--- src/hw/pcie_defs.svh ---
`ifndef PCIE_DEFS_SVH
`define PCIE_DEFS_SVH

// link geometry
`define LANES 4
`define SYMBOL_WIDTH 8

// gen1 symbol codes
`define COM_SYMBOL 8'hBC
`define PAD_SYMBOL 8'hF7
`define TS1_ID 8'h4A
`define TS2_ID 8'h45
`define LINK_NUMBER 8'd1

// set is COM, link field, lane number, identifier
`define TS_LENGTH 4
`define TS_COUNT 8
`define TRAIN_TIMEOUT 64

// PIPE RxStatus value for a present receiver
`define STATUS_DETECTED 3'b011

`endif

--- src/hw/pciePkg.sv ---
`include "pcie_defs.svh"

package pciePkg;

    typedef logic [`SYMBOL_WIDTH-1:0] symbolT;
    typedef logic [`LANES-1:0] laneMaskT;
    // lane 0 sits in the low byte
    typedef logic [`LANES*`SYMBOL_WIDTH-1:0] lanesDataT;
    typedef logic [2:0] rxStatusT;
    typedef rxStatusT [`LANES-1:0] laneStatusT;

    typedef enum logic [3:0] {
        lpifReset = 4'd0,
        lpifActive = 4'd1,
        lpifRetrain = 4'd2
    } lpifStateT;

    typedef enum logic [2:0] {stDetect, stDetectWait, stPolling, stConfig, stL0} ltssmStateT;

    typedef enum logic [1:0] {txIdle, txTs1, txTs2, txData} txKindT;

    typedef struct packed {
        lanesDataT data;
        laneMaskT dataK;
        laneMaskT dataValid;
        laneMaskT elecIdle;
        logic detectRx;
    } pipeTxT;

    typedef struct packed {
        lanesDataT data;
        laneMaskT dataK;
        laneMaskT dataValid;
        laneMaskT phyStatus;
        laneStatusT status;
    } pipeRxT;

endpackage

--- src/hw/ltssmMain.sv ---
`include "pcie_defs.svh"

module ltssmMain (
    input  logic clk,
    input  logic rstN,
    input  pciePkg::lpifStateT lpStateReq,
    input  pciePkg::laneMaskT phyStatus,
    input  pciePkg::laneStatusT rxStatus,
    input  logic ts1Rcvd,
    input  logic ts2Rcvd,
    output pciePkg::txKindT txKind,
    output logic detectPulse,
    output pciePkg::laneMaskT laneMask,
    output logic rxDataEnable,
    output pciePkg::lpifStateT plStateSts,
    output logic plLinkUp
);

    localparam int CountWidth = $clog2(`TS_COUNT);
    localparam int GapWidth = $clog2(`TS_LENGTH);
    localparam int TimerWidth = $clog2(`TRAIN_TIMEOUT);

    pciePkg::ltssmStateT state;
    pciePkg::ltssmStateT nextState;
    logic [CountWidth-1:0] setCount;
    logic [GapWidth-1:0] sinceSet;
    logic [TimerWidth-1:0] timer;
    pciePkg::laneMaskT detectedLanes;
    logic training;
    logic setPulse;
    logic setsDone;
    logic timedOut;

    always_comb
    begin
        for (int lane = 0; lane < `LANES; lane++)
            detectedLanes[lane] = (rxStatus[lane] == `STATUS_DETECTED);
    end

    assign training = (state == pciePkg::stPolling) || (state == pciePkg::stConfig);
    // TS1 counts in polling, TS2 in configuration
    assign setPulse = (state == pciePkg::stPolling) ? ts1Rcvd
                    : (state == pciePkg::stConfig) && ts2Rcvd;
    assign setsDone = setPulse && (setCount == CountWidth'(`TS_COUNT - 1));
    assign timedOut = training && (timer == TimerWidth'(`TRAIN_TIMEOUT - 1));

    always_comb
    begin
        nextState = state;
        case (state)
            pciePkg::stDetect:
                if (lpStateReq == pciePkg::lpifActive)
                    nextState = pciePkg::stDetectWait;
            pciePkg::stDetectWait:
                if (|phyStatus)
                    nextState = (|detectedLanes) ? pciePkg::stPolling : pciePkg::stDetect;
            pciePkg::stPolling, pciePkg::stConfig:
                if (timedOut)
                    nextState = pciePkg::stDetect;
                else if (setsDone)
                    nextState = (state == pciePkg::stPolling) ? pciePkg::stConfig
                                                              : pciePkg::stL0;
            pciePkg::stL0:
                if (lpStateReq == pciePkg::lpifRetrain)
                    nextState = pciePkg::stPolling;
                else if (lpStateReq == pciePkg::lpifReset)
                    nextState = pciePkg::stDetect;
            default:
                nextState = pciePkg::stDetect;
        endcase
    end

    always_ff @(posedge clk or negedge rstN)
    begin
        if (!rstN)
        begin
            state <= pciePkg::stDetect;
            detectPulse <= 1'b0;
            laneMask <= '0;
            setCount <= '0;
            sinceSet <= '0;
            timer <= '0;
        end
        else
        begin
            state <= nextState;
            detectPulse <= (state == pciePkg::stDetect) && (nextState == pciePkg::stDetectWait);
            if (state == pciePkg::stDetectWait && |phyStatus)
                laneMask <= detectedLanes;
            if (nextState != state || !training)
            begin
                setCount <= '0;
                sinceSet <= '0;
                timer <= '0;
            end
            else
            begin
                timer <= timer + 1'b1;
                if (setPulse)
                begin
                    setCount <= setCount + 1'b1;
                    sinceSet <= '0;
                end
                else if (sinceSet == GapWidth'(`TS_LENGTH - 1))
                    setCount <= '0;  // a set went missing, start over
                else
                    sinceSet <= sinceSet + 1'b1;
            end
        end
    end

    always_comb
    begin
        case (state)
            pciePkg::stPolling: txKind = pciePkg::txTs1;
            pciePkg::stConfig: txKind = pciePkg::txTs2;
            pciePkg::stL0: txKind = pciePkg::txData;
            default: txKind = pciePkg::txIdle;
        endcase
    end

    assign rxDataEnable = (state == pciePkg::stL0);
    assign plLinkUp = (state == pciePkg::stL0);
    assign plStateSts = (state == pciePkg::stL0) ? pciePkg::lpifActive : pciePkg::lpifReset;

    // L0 is only reached through configuration
    assert property (@(posedge clk) disable iff (!rstN)
        plLinkUp |-> (state == pciePkg::stL0)
            && $past(state inside {pciePkg::stConfig, pciePkg::stL0}));

    assert property (@(posedge clk) disable iff (!rstN)
        !(state inside {pciePkg::stDetect, pciePkg::stDetectWait}) |-> laneMask != '0);

endmodule

--- src/hw/pcieLink.sv ---
module pcieLink (
    input  logic clk,
    input  logic rstN,
    output pciePkg::pipeTxT pipeTx,
    input  pciePkg::pipeRxT pipeRx,
    input  logic lpIrdy,
    input  pciePkg::lanesDataT lpData,
    output logic plTrdy,
    output pciePkg::lanesDataT plData,
    output logic plValid,
    input  pciePkg::lpifStateT lpStateReq,
    output pciePkg::lpifStateT plStateSts,
    output logic plLinkUp
);

    pciePkg::txKindT txKind;
    logic detectPulse;
    pciePkg::laneMaskT laneMask;
    logic rxDataEnable;
    logic ts1Rcvd;
    logic ts2Rcvd;

    ltssmMain mainLtssm (
        .clk(clk),
        .rstN(rstN),
        .lpStateReq(lpStateReq),
        .phyStatus(pipeRx.phyStatus),
        .rxStatus(pipeRx.status),
        .ts1Rcvd(ts1Rcvd),
        .ts2Rcvd(ts2Rcvd),
        .txKind(txKind),
        .detectPulse(detectPulse),
        .laneMask(laneMask),
        .rxDataEnable(rxDataEnable),
        .plStateSts(plStateSts),
        .plLinkUp(plLinkUp)
    );

    txPath tx (
        .clk(clk),
        .rstN(rstN),
        .txKind(txKind),
        .detectPulse(detectPulse),
        .laneMask(laneMask),
        .lpIrdy(lpIrdy),
        .lpData(lpData),
        .plTrdy(plTrdy),
        .pipeTx(pipeTx)
    );

    rxPath rx (
        .clk(clk),
        .rstN(rstN),
        .pipeRx(pipeRx),
        .laneMask(laneMask),
        .rxDataEnable(rxDataEnable),
        .ts1Rcvd(ts1Rcvd),
        .ts2Rcvd(ts2Rcvd),
        .plData(plData),
        .plValid(plValid)
    );

endmodule

--- src/hw/rxPath.sv ---
`include "pcie_defs.svh"

module rxPath (
    input  logic clk,
    input  logic rstN,
    input  pciePkg::pipeRxT pipeRx,
    input  pciePkg::laneMaskT laneMask,
    input  logic rxDataEnable,
    output logic ts1Rcvd,
    output logic ts2Rcvd,
    output pciePkg::lanesDataT plData,
    output logic plValid
);

    localparam int PosWidth = $clog2(`TS_LENGTH);

    pciePkg::laneMaskT ts1Lane;
    pciePkg::laneMaskT ts2Lane;
    logic enableQ;
    logic dataWord;

    for (genvar lane = 0; lane < `LANES; lane++)
    begin : genLane
        pciePkg::symbolT sym;
        logic symK;
        logic symValid;
        // 0 means hunting for COM
        logic [PosWidth-1:0] pos;
        logic padSeen;
        logic linkSeen;
        logic laneOk;
        logic ts1Hit;
        logic ts2Hit;

        assign sym = pipeRx.data[lane*`SYMBOL_WIDTH +: `SYMBOL_WIDTH];
        assign symK = pipeRx.dataK[lane];
        assign symValid = pipeRx.dataValid[lane];

        always_ff @(posedge clk or negedge rstN)
        begin
            if (!rstN)
            begin
                pos <= '0;
                padSeen <= 1'b0;
                linkSeen <= 1'b0;
                laneOk <= 1'b0;
                ts1Hit <= 1'b0;
                ts2Hit <= 1'b0;
            end
            else
            begin
                ts1Hit <= 1'b0;
                ts2Hit <= 1'b0;
                if (!symValid)
                    pos <= '0;
                else if (symK && sym == `COM_SYMBOL)
                    pos <= PosWidth'(1);
                else
                begin
                    case (int'(pos))
                        1:
                        begin
                            padSeen <= symK && (sym == `PAD_SYMBOL);
                            linkSeen <= !symK && (sym == `LINK_NUMBER);
                            pos <= PosWidth'(2);
                        end
                        2:
                        begin
                            laneOk <= !symK && (sym == pciePkg::symbolT'(lane));
                            pos <= PosWidth'(3);
                        end
                        `TS_LENGTH - 1:
                        begin
                            ts1Hit <= laneOk && padSeen && !symK && (sym == `TS1_ID);
                            ts2Hit <= laneOk && linkSeen && !symK && (sym == `TS2_ID);
                            pos <= '0;
                        end
                        default:
                            pos <= '0;
                    endcase
                end
            end
        end

        assign ts1Lane[lane] = ts1Hit;
        assign ts2Lane[lane] = ts2Hit;
    end

    // sets are aligned, so every detected lane flags on the same cycle
    assign ts1Rcvd = (laneMask != '0) && ((ts1Lane & laneMask) == laneMask);
    assign ts2Rcvd = (laneMask != '0) && ((ts2Lane & laneMask) == laneMask);

    // first L0 cycle still carries the tail of a TS2
    assign dataWord = rxDataEnable && enableQ && (laneMask != '0)
                    && ((pipeRx.dataValid & laneMask) == laneMask)
                    && ((pipeRx.dataK & laneMask) == '0);

    always_ff @(posedge clk or negedge rstN)
    begin
        if (!rstN)
        begin
            enableQ <= 1'b0;
            plValid <= 1'b0;
        end
        else
        begin
            enableQ <= rxDataEnable;
            plValid <= dataWord;
        end
    end

    always_ff @(posedge clk)
    begin
        if (dataWord)
            plData <= pipeRx.data;
    end

    assert property (@(posedge clk) disable iff (!rstN)
        plValid |-> $past(rxDataEnable, 1) && $past(rxDataEnable, 2));

endmodule

--- src/hw/txPath.sv ---
`include "pcie_defs.svh"

module txPath (
    input  logic clk,
    input  logic rstN,
    input  pciePkg::txKindT txKind,
    input  logic detectPulse,
    input  pciePkg::laneMaskT laneMask,
    input  logic lpIrdy,
    input  pciePkg::lanesDataT lpData,
    output logic plTrdy,
    output pciePkg::pipeTxT pipeTx
);

    localparam int PosWidth = $clog2(`TS_LENGTH);

    logic [PosWidth-1:0] pos;
    pciePkg::txKindT heldKind;
    pciePkg::txKindT setKind;
    logic training;
    logic accept;
    pciePkg::lanesDataT setData;
    pciePkg::laneMaskT setK;
    pciePkg::lanesDataT txData;
    pciePkg::laneMaskT txK;
    pciePkg::laneMaskT txValid;
    pciePkg::laneMaskT txIdle;

    assign training = (txKind == pciePkg::txTs1) || (txKind == pciePkg::txTs2);
    assign plTrdy = (txKind == pciePkg::txData);
    assign accept = plTrdy && lpIrdy;
    // a set keeps the kind it started with
    assign setKind = (pos == '0) ? txKind : heldKind;

    always_comb
    begin
        setData = '0;
        setK = '0;
        for (int lane = 0; lane < `LANES; lane++)
        begin
            case (int'(pos))
                0:
                begin
                    setData[lane*`SYMBOL_WIDTH +: `SYMBOL_WIDTH] = `COM_SYMBOL;
                    setK[lane] = 1'b1;
                end
                1:
                begin
                    setData[lane*`SYMBOL_WIDTH +: `SYMBOL_WIDTH] =
                        (setKind == pciePkg::txTs2) ? `LINK_NUMBER : `PAD_SYMBOL;
                    setK[lane] = (setKind != pciePkg::txTs2);
                end
                2:
                    setData[lane*`SYMBOL_WIDTH +: `SYMBOL_WIDTH] = pciePkg::symbolT'(lane);
                default:
                    setData[lane*`SYMBOL_WIDTH +: `SYMBOL_WIDTH] =
                        (setKind == pciePkg::txTs2) ? `TS2_ID : `TS1_ID;
            endcase
        end
    end

    always_ff @(posedge clk or negedge rstN)
    begin
        if (!rstN)
        begin
            pos <= '0;
            heldKind <= pciePkg::txIdle;
            txK <= '0;
            txValid <= '0;
            txIdle <= '1;
        end
        else
        begin
            txIdle <= (txKind == pciePkg::txIdle) ? '1 : ~laneMask;
            if (training)
            begin
                pos <= (pos == PosWidth'(`TS_LENGTH - 1)) ? '0 : pos + 1'b1;
                heldKind <= setKind;
                txK <= setK & laneMask;
                txValid <= laneMask;
            end
            else
            begin
                pos <= '0;
                txK <= '0;
                txValid <= accept ? laneMask : '0;
            end
        end
    end

    always_ff @(posedge clk)
    begin
        if (training)
            txData <= setData;
        else if (accept)
            txData <= lpData;
    end

    assign pipeTx = '{data: txData, dataK: txK, dataValid: txValid,
                      elecIdle: txIdle, detectRx: detectPulse};

    // lanes that failed detection never carry symbols
    assert property (@(posedge clk) disable iff (!rstN)
        (pipeTx.dataValid & ~laneMask) == '0);

endmodule

--- config.mk ---
export PLATFORM = sky130hd
export DESIGN_NAME = pcieLink
export DESIGN_NICKNAME = d
export VERILOG_FILES = /design/src/hw/pciePkg.sv /design/src/hw/ltssmMain.sv /design/src/hw/pcieLink.sv /design/src/hw/rxPath.sv /design/src/hw/txPath.sv
export VERILOG_INCLUDE_DIRS = /design/src /design/src/hw
export SDC_FILE = /design/constraint.sdc
export NUM_CORES = 1
export LEC_CHECK = 0
export BUFFER_PORTS_ARGS = -buffer_cell sky130_fd_sc_hd__buf_2
export CAP_MARGIN = 10
export CORE_ASPECT_RATIO = 2
export CORE_MARGIN = 1.5
export CORE_UTILIZATION = 30
export DETAILED_ROUTE_END_ITERATION = 8
export GPL_TIMING_DRIVEN = 0
export SYNTH_ARGS = -nofsm -noshare
export SYNTH_HDL_FRONTEND = slang
export SYNTH_SLANG_ARGS = --single-unit
--- constraint.sdc ---
create_clock -name clk -period 4.6 [get_ports clk]
set_clock_uncertainty 0.1 [all_clocks]
set_input_delay 0.92 -clock clk [delete_from_list [all_inputs] [get_ports clk]]
set_output_delay 0.92 -clock clk [all_outputs]
set_load 0.005 [all_outputs]
==> reports/metrics.yaml <==
path_buf_inv: 3
crit_path_top_delay_cell: "inv_1"
yosysSeqAreaShare_pct: 62.4
yosys_warnings: 0
final_core_util_pct: 39.7
cpLargestDelayFamily: "buffers and inverters"
cts_tree: "done"
max_slew_margin_pct: 23.3
finalCritPeriodShare_pct: 78.9
ys_types: 53
fmax_mhz: 275
status: "finished clean"
synth_fa_ha_area_share_pct: 4.84
yosysMostFrequentCell: "edfxtp_1"
dr.pass1.iters: 4
core-area_mm2: 0.0187
fp.dieH_um: 198
synth_compound_area_share_pct: 7.34
floorplan.initialDensity_pct: 30.5
drc_errors: 0
htreeDepth: 4
die_w_um: 100
clock_path_buffers: 2
io_pins: 179
post_drt_wl_per_cell_um: 15.3
rows: 71
rsz0062_at_grt: "no"
dieArea_mm2: 0.0199
ys_seq_elements: 129
grt_pass1_vias: 4330
crit_type: "reg2reg"
yosys-top-cells-area: "edfxtp_1 34%, dfrtp_1 27%, ha_1 4.8%"
synth_top_family_by_area: "simple AND/OR/NAND/NOR gates"
avgViaCountPerCell: 4.64
area_growth_pct: 30.0
drv_cap: 0
critical_path.cell_chain: "clkbuf_1 > and3b_1 > nor2_1 > ha_1 > clkbuf_1 > a21oi_1 > inv_1"
slew_violations: 0
fin_cells: 909
nFillCells: 1855
finalSetupTns_ns: 0
dpl-instance-area_mm2: 0.00685
insertion_delay_ns: 0.43
first_iter_violations: 123
grt_use_total_pct: 14.4
yosysTopAreaCell: "edfxtp_1"
start_kind: "flop"
p_total_mw: 3.96
vias: 4222
leakage_nw: 3.38
finalInstanceArea_mm2: 0.00740
nets: 793
crit_required_ns: 4.54
gp_congestion: 0.795
cts_inserted_buffers: 17
dp_slack_ns: 0.909
cts_resized: 0
worstPathMaxFanout: 32
yosys-mux-area-fraction_pct: 2.42
synthSimpleGateAreaFrac_pct: 17.6
postRouteWirelength_mm: 13.9
crit_arrival_ns: 3.57
cts_sinks: 129
clock-root-buffer: "clkbuf_16"
cp_common_cell: "clkbuf_1"
synth_top_area_share_pct: 33.8
tightest_slew_ns: 1.15
synth-edff-count: 64
cts_hold_buffers: 0
setup_viol: 0
place.port_buffers: 175
antenna_left: 0
hpwl_mm: 10.8
yosys-top-cells-count: "64 x edfxtp_1, 61 x dfrtp_1, 48 x inv_1"
avgSynthCellArea_um2: 11.9
grt_max_degree: 66
synthArstFlopShare_pct: 50.4
cpPeakStageDelay_ns: 0.89
whs_ns: 0.367
irDropWorstVdd_mv: 0.260
post-place-cells: 876
layout-drive-gt1-share_pct: 34.0
hp-class: "reg2reg"
synth_xor_area_share_pct: 0.923
synthCells: 480
worst_setup_path_end_kind: "flop"
synth_ff_type: "edfxtp_1"
period_minus_slack_ns: 3.63
clk_pin_slew_worst_paths_ns: 0.06
antenna_found_initial: 1
grt_overflow: 0
finalWorstSetupSlack_ns: 0.969
power_density_mw_per_mm2: 534
grt_pass1_wl_mm: 21.3
hold_viol: 0
postCtsSetupRepairBufs: 0
syn_area_mm2: 0.00569
[path summary, 6_finish.rpt]
kind	from	end	slack, ns	cells past startpoint
hold / removal	mainLtssm.timer[0]	mainLtssm.timer[0]	0.37	1
setup reg to reg	mainLtssm.state[0]	tx.txData[25]	0.97	7
setup / recovery	mainLtssm.state[0]	tx.txData[25]	0.97	7
min in group asynchronous	rstN	tx.pos[1]	0.49	1
hold reg to reg	mainLtssm.timer[0]	mainLtssm.timer[0]	0.37	1
max in group asynchronous	rstN	rx.genLane[2].ts1Hit	3.33	1
[placed cells by master (no fill, tap or decap), drive strengths merged, types with 8 or more instances in the layout]
cell / netlist / final
ha: 22 / 22
nand3: 17 / 17
clkbuf: 8 / 27
a21oi: 8 / 8
dfrtp: 61 / 61
nor4: 12 / 12
buf: 5 / 180
inv: 48 / 48
mux2: 8 / 8
nor2: 40 / 40
nor3: 13 / 13
nand2: 29 / 29
nand2b: 20 / 20
nand3b: 8 / 8
o21ai: 32 / 32
edfxtp: 64 / 64
o22ai: 9 / 9
clkinv: 0 / 9
[flip-flops by register name (all words and copies together) (netlist names), 6 cells and up]
name             flops
rx.plData           32
tx.txData           32
mainLtssm.timer      6
rx.genLane.pos       8
[final cells by class]
type,instances,area [um^2],share of cell area [%]
Antenna cell,1,2.50,0.0338
Inverter,48,180,2.43
Tap cell,219,274,3.70
Buffer,13,67.6,0.913
Clock inverter,13,90.1,1.22
Multi-Input combinational cell,292,1900,25.7
Sequential cell,129,3550,48.0
Timing Repair Buffer,175,878,11.9
Clock buffer,19,454,6.14
[per-layer routing]
metal	part of all wire [%]	track usage, %	vias to the layer above
met2	58	28.8	157
met4	2.9	7.93	0
met3	5.4	3.28	28
li1	-	-	2086
met5	0	0	-
met1	34	12.7	1951
[power by group]
part	leakage (nW)	internal [mW]	switching (mW)
clock network	0.260	0.716	0.511
registers	1.48	1.57	0.104
logic	1.63	0.408	0.648
total	3.38	2.69	1.26
[logic make-up after synthesis]
logic type               Yosys count
buffers and inverters             61
other                              1
adder cells (fa/ha/maj)           22
multiplexers                      12
flip-flops                       129
AND/OR/NAND/NOR                  183
XOR/XNOR                           6
AO/OA/AOI/OAI                     66
[worst register-to-register path, stage by stage (launching register included)]
cell      delay, ns
dfrtp_1        0.34
clkbuf_1       0.38
and3b_1        0.35
nor2_1         0.11
ha_1           0.43
clkbuf_1       0.40
a21oi_1        0.23
inv_1          0.89
Power figures use the tool's default switching activity.
